## config.mk

```make
export PLATFORM = sky130hd
export DESIGN_NAME = nnLayerTop
export DESIGN_NICKNAME = d
export VERILOG_FILES = /design/src/logic/nnPkg.sv /design/src/logic/actBus.sv /design/src/logic/denseLayer.sv /design/src/logic/inputGather.sv /design/src/logic/neuronNode.sv /design/src/logic/nnLayerTop.sv /design/src/logic/outputSerializer.sv
export SDC_FILE = /design/constraint.sdc
export NUM_CORES = 1
export LEC_CHECK = 0
export ABC_AREA = 1
export BUFFER_PORTS_ARGS = -buffer_cell sky130_fd_sc_hd__buf_2
export CORE_MARGIN = 2
export CORE_UTILIZATION = 36
export DETAILED_ROUTE_END_ITERATION = 16
export GPL_ROUTABILITY_DRIVEN = 0
export MAX_ROUTING_LAYER = met4
export PLACE_DENSITY = 0.82
export SLEW_MARGIN = 0
export SYNTH_ARGS = -nofsm -noshare
export SYNTH_HDL_FRONTEND = slang
export SYNTH_SLANG_ARGS = --single-unit
```

## constraint.sdc

```tcl
create_clock -name clk -period 0.8 [get_ports clk]
set_input_delay 0.08 -clock clk [delete_from_list [all_inputs] [get_ports clk]]
set_output_delay 0.08 -clock clk [all_outputs]
set_load 0.005 [all_outputs]
```

## src/logic/nnPkg.sv

```systemverilog
package nnPkg;

	// ~~~~~~~~~~~~~~~~~~~~
	// Layer dimensions.
	parameter int NUM_INPUTS = 15; // Activations per input vector.
	parameter int NUM_NODES = 4; // Default node count of one layer.
	parameter int WORD_WIDTH = 16; // Fixed-point word width.

	// ~~~~~~~~~~~~~~~~~~~~
	// Word types.
	typedef logic signed [WORD_WIDTH-1:0] activationT; // Also carries node results.
	typedef logic signed [WORD_WIDTH-1:0] weightT; // Weight or bias.

	// ~~~~~~~~~~~~~~~~~~~~
	// Array types.
	typedef activationT [NUM_INPUTS-1:0] actVectorT; // Element 0 is the first word streamed in.
	typedef weightT [NUM_INPUTS-1:0] weightRowT; // One row per node.

	typedef logic [$clog2(NUM_INPUTS)-1:0] inputIndexT; // Counts 0 to NUM_INPUTS-1.

endpackage

```

## src/logic/actBus.sv

```systemverilog
`timescale 1ns/1ps

interface actBus;

	import nnPkg::*;

	logic vecValid; // Pulses for one cycle per vector.
	actVectorT act; // Stable while the layer works on it.

	// The gatherer drives the vector.
	modport source
	(
		output vecValid,
		output act
	);

	// The layer reads it.
	modport sink
	(
		input vecValid,
		input act
	);

endinterface

```

## src/logic/denseLayer.sv

```systemverilog
`timescale 1ns/1ps

module denseLayer
#(
	parameter int NODE_COUNT = nnPkg::NUM_NODES,
	parameter nnPkg::weightRowT [NODE_COUNT-1:0] WEIGHTS = '0,
	parameter nnPkg::weightT [NODE_COUNT-1:0] BIASES = '0
)
(
	input logic clk,
	input logic reset,
	actBus.sink vecIn,
	output logic resVecValid,
	output nnPkg::activationT [NODE_COUNT-1:0] resVec,
	output logic layerBusy
);

	logic [2:0] validPipe; // Tracks the node latency of three edges.

	always_ff @(posedge clk)
	begin
		if (reset)
		begin
			validPipe <= '0;
		end
		else
		begin
			validPipe <= {validPipe[1:0], vecIn.vecValid};
		end
	end

	assign resVecValid = validPipe[2];
	assign layerBusy = |validPipe;

	// ~~~~~~~~~~~~~~~~~~~~
	// One node per output word, all reading the same vector.
	for (genvar g = 0; g < NODE_COUNT; g++)
	begin : nodeGen
		neuronNode
		#(
			.NODE_WEIGHTS(WEIGHTS[g]),
			.NODE_BIAS(BIASES[g])
		)
		nodeInst
		(
			.clk(clk),
			.reset(reset),
			.act(vecIn.act),
			.result(resVec[g])
		);
	end

	// The gatherer holds back until the pipe drains, so stages never overlap.
	assert property (@(posedge clk) disable iff (reset) $onehot0(validPipe));

endmodule

```

## src/logic/inputGather.sv

```systemverilog
`timescale 1ns/1ps

module inputGather
(
	input logic clk,
	input logic reset,
	input logic inValid,
	input nnPkg::activationT inData,
	output logic inReady,
	input logic layerBusy,
	input logic holding,
	actBus.source vecOut
);

	import nnPkg::*;

	inputIndexT wordIdx;
	actVectorT vecReg;
	logic waitFlag;
	logic vecValidReg;
	logic accept;
	logic lastWord;
	logic downstreamFree;

	assign inReady = ~waitFlag;
	assign accept = inValid && inReady; // Handshake on this edge.
	assign lastWord = (wordIdx == inputIndexT'(NUM_INPUTS - 1));
	// The pulse itself counts as busy, as the layer only sees it on the next edge.
	assign downstreamFree = !vecValidReg && !layerBusy && !holding;

	assign vecOut.vecValid = vecValidReg;
	assign vecOut.act = vecReg; // Held still while waitFlag is set.

	// ~~~~~~~~~~~~~~~~~~~~
	always_ff @(posedge clk)
	begin
		if (accept)
		begin
			vecReg[wordIdx] <= inData;
		end
	end

	always_ff @(posedge clk)
	begin
		if (reset)
		begin
			wordIdx <= '0;
			waitFlag <= 1'b0;
			vecValidReg <= 1'b0;
		end
		else
		begin
			vecValidReg <= accept && lastWord; // One pulse per full vector.
			if (accept)
			begin
				wordIdx <= lastWord ? '0 : wordIdx + 1'b1;
			end
			if (accept && lastWord)
			begin
				waitFlag <= 1'b1;
			end
			else if (downstreamFree)
			begin
				waitFlag <= 1'b0; // Results of the last vector are all gone.
			end
		end
	end

	// A new vector must never land on a layer that is still working.
	assert property (@(posedge clk) disable iff (reset) vecOut.vecValid |-> !layerBusy);

endmodule

```

## src/logic/neuronNode.sv

```systemverilog
`timescale 1ns/1ps

module neuronNode
#(
	parameter nnPkg::weightRowT NODE_WEIGHTS = '0,
	parameter nnPkg::weightT NODE_BIAS = '0
)
(
	input logic clk,
	input logic reset,
	input nnPkg::actVectorT act,
	output nnPkg::activationT result
);

	import nnPkg::*;

	actVectorT actReg;
	activationT sumComb;
	activationT sumReg;

	// ~~~~~~~~~~~~~~~~~~~~
	// Multiply-accumulate
	// Each product keeps only its low word, and the sum wraps.
	always_comb
	begin
		sumComb = NODE_BIAS;
		for (int i = 0; i < NUM_INPUTS; i++)
		begin
			sumComb = sumComb + activationT'(actReg[i] * NODE_WEIGHTS[i]);
		end
	end

	// ~~~~~~~~~~~~~~~~~~~~
	// Three register stages.
	always_ff @(posedge clk)
	begin
		if (reset)
		begin
			actReg <= '0;
			sumReg <= '0;
			result <= '0;
		end
		else
		begin
			actReg <= act; // Stage 1.
			sumReg <= sumComb; // Stage 2.
			if (sumReg[WORD_WIDTH-1] == 1'b0)
			begin
				result <= sumReg; // Stage 3, ReLU.
			end
			else
			begin
				result <= '0;
			end
		end
	end

endmodule

```

## src/logic/nnLayerTop.sv

```systemverilog
`timescale 1ns/1ps

module nnLayerTop
#(
	parameter int NODE_COUNT = nnPkg::NUM_NODES,
	parameter nnPkg::weightRowT [NODE_COUNT-1:0] WEIGHTS = '0,
	parameter nnPkg::weightT [NODE_COUNT-1:0] BIASES = '0
)
(
	input logic clk,
	input logic reset,
	input logic inValid,
	input nnPkg::activationT inData,
	output logic inReady,
	output logic outValid,
	output nnPkg::activationT outData,
	input logic outReady
);

	import nnPkg::*;

	logic layerBusy;
	logic holding;
	logic resVecValid;
	activationT [NODE_COUNT-1:0] resVec;

	actBus actBusInst ();

	inputGather gatherInst
	(
		.clk(clk),
		.reset(reset),
		.inValid(inValid),
		.inData(inData),
		.inReady(inReady),
		.layerBusy(layerBusy),
		.holding(holding),
		.vecOut(actBusInst.source)
	);

	denseLayer
	#(
		.NODE_COUNT(NODE_COUNT),
		.WEIGHTS(WEIGHTS),
		.BIASES(BIASES)
	)
	layerInst
	(
		.clk(clk),
		.reset(reset),
		.vecIn(actBusInst.sink),
		.resVecValid(resVecValid),
		.resVec(resVec),
		.layerBusy(layerBusy)
	);

	outputSerializer #(.NODE_COUNT(NODE_COUNT)) serialInst
	(
		.clk(clk),
		.reset(reset),
		.resVecValid(resVecValid),
		.resVec(resVec),
		.outValid(outValid),
		.outData(outData),
		.outReady(outReady),
		.holding(holding)
	);

endmodule

```

## src/logic/outputSerializer.sv

```systemverilog
`timescale 1ns/1ps

module outputSerializer
#(
	parameter int NODE_COUNT = nnPkg::NUM_NODES
)
(
	input logic clk,
	input logic reset,
	input logic resVecValid,
	input nnPkg::activationT [NODE_COUNT-1:0] resVec,
	output logic outValid,
	output nnPkg::activationT outData,
	input logic outReady,
	output logic holding
);

	import nnPkg::*;

	localparam int IDX_WIDTH = (NODE_COUNT > 1) ? $clog2(NODE_COUNT) : 1;

	activationT [NODE_COUNT-1:0] resBuf;
	logic [IDX_WIDTH-1:0] nodeIdx;
	logic busyReg;
	logic transfer;
	logic lastNode;

	assign outValid = busyReg;
	assign holding = busyReg; // Unsent words remain in the buffer.
	assign outData = resBuf[nodeIdx];
	assign transfer = busyReg && outReady;
	assign lastNode = (nodeIdx == IDX_WIDTH'(NODE_COUNT - 1));

	always_ff @(posedge clk)
	begin
		if (resVecValid)
		begin
			resBuf <= resVec;
		end
	end

	// ~~~~~~~~~~~~~~~~~~~~
	always_ff @(posedge clk)
	begin
		if (reset)
		begin
			busyReg <= 1'b0;
			nodeIdx <= '0;
		end
		else if (resVecValid)
		begin
			busyReg <= 1'b1;
			nodeIdx <= '0; // Node 0 goes out first.
		end
		else if (transfer)
		begin
			busyReg <= !lastNode;
			nodeIdx <= lastNode ? '0 : nodeIdx + 1'b1;
		end
	end

	// A fresh result vector would overwrite words not yet sent.
	assert property (@(posedge clk) disable iff (reset) resVecValid |-> !holding);

endmodule

```

==> impl_metrics.json <==
{
  "outcome": "complete, but fails checks",
  "violations": "setup timing",
  "hold_path.class": "input pin to register",
  "ff2ff_path_depth": 6,
  "dr.pass1.iters": 1,
  "post_synth.cell_area_avg_sq_um": 7.169,
  "die_area_sq_um": 2038,
  "crit_type": "register to register",
  "crit_fanout": 4,
  "clk_path_buf_depth": 2,
  "overflow": 0,
  "placed_cells": 106,
  "via_per_inst": 4.304,
  "maxClockFrequency_mhz": 1135,
  "yosysMostFrequentCell": "nor2_1",
  "min_from": "reset",
  "crit_top_cell": "nand2_1",
  "cts_root_buf": "clkbuf_4",
  "num-nets-final": 118,
  "post-route-util_pct": 46.92,
  "grt_pass1_wl_microns": 1738,
  "synth_common_cells": "17 x nor2_1, 16 x buf_4, 14 x nand2_1",
  "row_count": 14,
  "cpPeakStageDelay_ps": 340,
  "ys_async_sr_fraction_pct": 0,
  "wire_per_inst_microns": 8.982,
  "rrSetupSlack_ps": -80,
  "synth_area_leaders": "dfxtp_1 39%, buf_4 20%, nor2_1 10%",
  "hold_depth": 2,
  "crit_arrival_ps": 1060,
  "dp_slack_ps": -70.48,
  "synth-seq-cells": 12,
  "wl_microns": 1006,
  "die_height_microns": 45.14,
  "synth.distinct_cells": 15,
  "ys_seq_area_share_pct": 39.43,
  "crit_slowest_cell": "dfxtp_2",
  "clk_pin_slew_ps": 70,
  "hpwl_microns": 703.9,
  "grt_pass1_vias": 442,
  "r2r-end": "gatherInst.wordIdx[1]",
  "period_minus_slack_ps": 881.1,
  "initial_core_util_pct": 39.53,
  "grt_max_degree": 8,
  "syn_area_sq_um": 609.3,
  "io_buffer_count": 5,
  "reg2reg_from": "gatherInst.waitFlag",
  "worst_slack_ps": -81.11,
  "hold_buffers": 0,
  "hold_end": "layerInst.validPipe[1]",
  "final_area_sq_um": 723.2,
  "die_x_microns": 45.14,
  "stdcell_count": 112,
  "start_kind": "register",
  "yosysWarnings": 0,
  "numCtsBuffers": 3,
  "ir_drop_mv": 0.8886,
  "cp_num_buf_inv": 2,
  "num_io_pins": 38,
  "area_delta_synth_final_pct": 18.69,
  "critPathTopFamily": "flip-flops",
  "synth_edf_count": 0,
  "power.density_nw_per_um2": 1629,
  "h-tree-depth": 1,
  "drc_errors": 0,
  "grt_use_total_pct": 12.84,
  "dr_total_vias": 482,
  "placedInstanceArea_sq_um": 599.3,
  "antenna_found_initial": 0,
  "hold_viol": 0,
  "required_ps": 980,
  "holdWs_ps": 32.46,
  "yosys_most_used_dff": "dfxtp_1",
  "clk_latency_ps": 280,
  "drt-initial-drc-count": 0,
  "rsz0062_at_grt": "true",
  "cp-end-kind": "register",
  "max_cap_viol_count": 0,
  "netlist_instances": 85,
  "antenna_cells": 0,
  "ant_nets": 0,
  "core_sq_um": 1541,
  "leakagePower_nw": 0.3671,
  "critPathLaunch": "gatherInst.waitFlag",
  "path_cells": "inv_4, nand2_1, inv_2, nand3_1, nand2_1, nor2_1",
  "fin_worst_skew_ps": 4.629,
  "yosysTopAreaCell": "dfxtp_1",
  "drive_above_1_share_pct": 35.42,
  "synth_top_area_share_pct": 39.43,
  "setup_viol_count_final": 8,
  "drv_slew": 0,
  "cts_sinks": 12,
  "period_share_pct": 110.1,
  "cts_tree": "done"
}
registers in the layout (all words and copies together) (netlist names):
register                    count
gatherInst.wordIdx              4
layerInst.validPipe             3
serialInst.nodeIdx              2
gatherInst.vecOut.vecValid      1
gatherInst.waitFlag             1
serialInst.holding              1
final cells by class:
cell class / instances / area [sq um]
timing repair buffer: 8 / 60.06
clock buffer: 4 / 36.28
fill: 162 / 818.3
multi-input combinational: 61 / 307.8
inverter: 11 / 43.79
tap: 16 / 20.02
sequential: 12 / 255.2
stage by stage:
stage	total power, mW	setup TNS (ps)
2_1_floorplan	0.7318	-16.63
3_3_place_gp	0.6949	-203.1
3_5_place_dp	0.6973	-308.3
4_1_cts	1.188	-308.1
5_1_grt	1.263	-843.1
6_report	1.178	-345.3
worst max path at each step:
stage                                  to  cells past startpoint  slack [ps]
floorplan           serialInst.nodeIdx[1]                      3         -10
global placement    serialInst.nodeIdx[0]                      4         -40
detailed placement  serialInst.nodeIdx[1]                      3         -70
CTS                               inReady                      2         -80
global route                      inReady                      2        -130
finish              gatherInst.wordIdx[1]                      6         -80
logic make-up (layout without fill, tap and decap cells):
logic type / Yosys count / count (layout) / synth area share, %
adders and majority gates: 1 / 1 / 2.053
buffers and inverters: 27 / 23 / 26.49
other: 1 / 16 / 0.6154
AOI/OAI and AO/OA: 4 / 4 / 3.284
and+or+nand+nor: 40 / 40 / 28.13
DFF: 12 / 12 / 39.42
routing by layer:
layer | share of wire (%) | track usage (%) | up-vias
met5 | 0 | - | -
met4 | 1.7 | 5.294 | 0
met3 | 8.6 | 7.200 | 3
met2 | 53 | 20.00 | 17
met1 | 36 | 13.30 | 211
li1 | - | - | 251
worst reg2reg max path: cells and delay by family (launching register included):
| family | cells | cell delay, ps |
|---|---|---|
| buffers and inverters | 2 | 150 |
| flip-flops | 1 | 340 |
| AND/OR/NAND/NOR | 4 | 310 |
repair_timing:
item / in CTS / in global routing
buffers inserted: 2 / 0
pin swaps: 1 / 4
endpoints found under the setup margin: 10 / 11
resized for setup: 13 / 14
layout by cell type (no fill, tap or decap), drive strengths merged:
| cell type | n |
|---|---|
| clkbuf | 4 |
| buf | 8 |
| nand3 | 4 |
| nand2 | 14 |
| inv | 11 |
| dfxtp | 12 |
| conb | 16 |
| nor3 | 1 |
| nor2 | 18 |
| nand4 | 3 |
| ha | 1 |
| a21oi | 1 |
| o21ai | 3 |
report_power, final:
group          total [mW]  switching [mW]  internal (mW)
logic              0.0793          0.0546         0.0247
registers           0.615          0.0130          0.602
clock network       0.484           0.207          0.277
total                1.18           0.274          0.904
(Power assumes the default switching activity.)
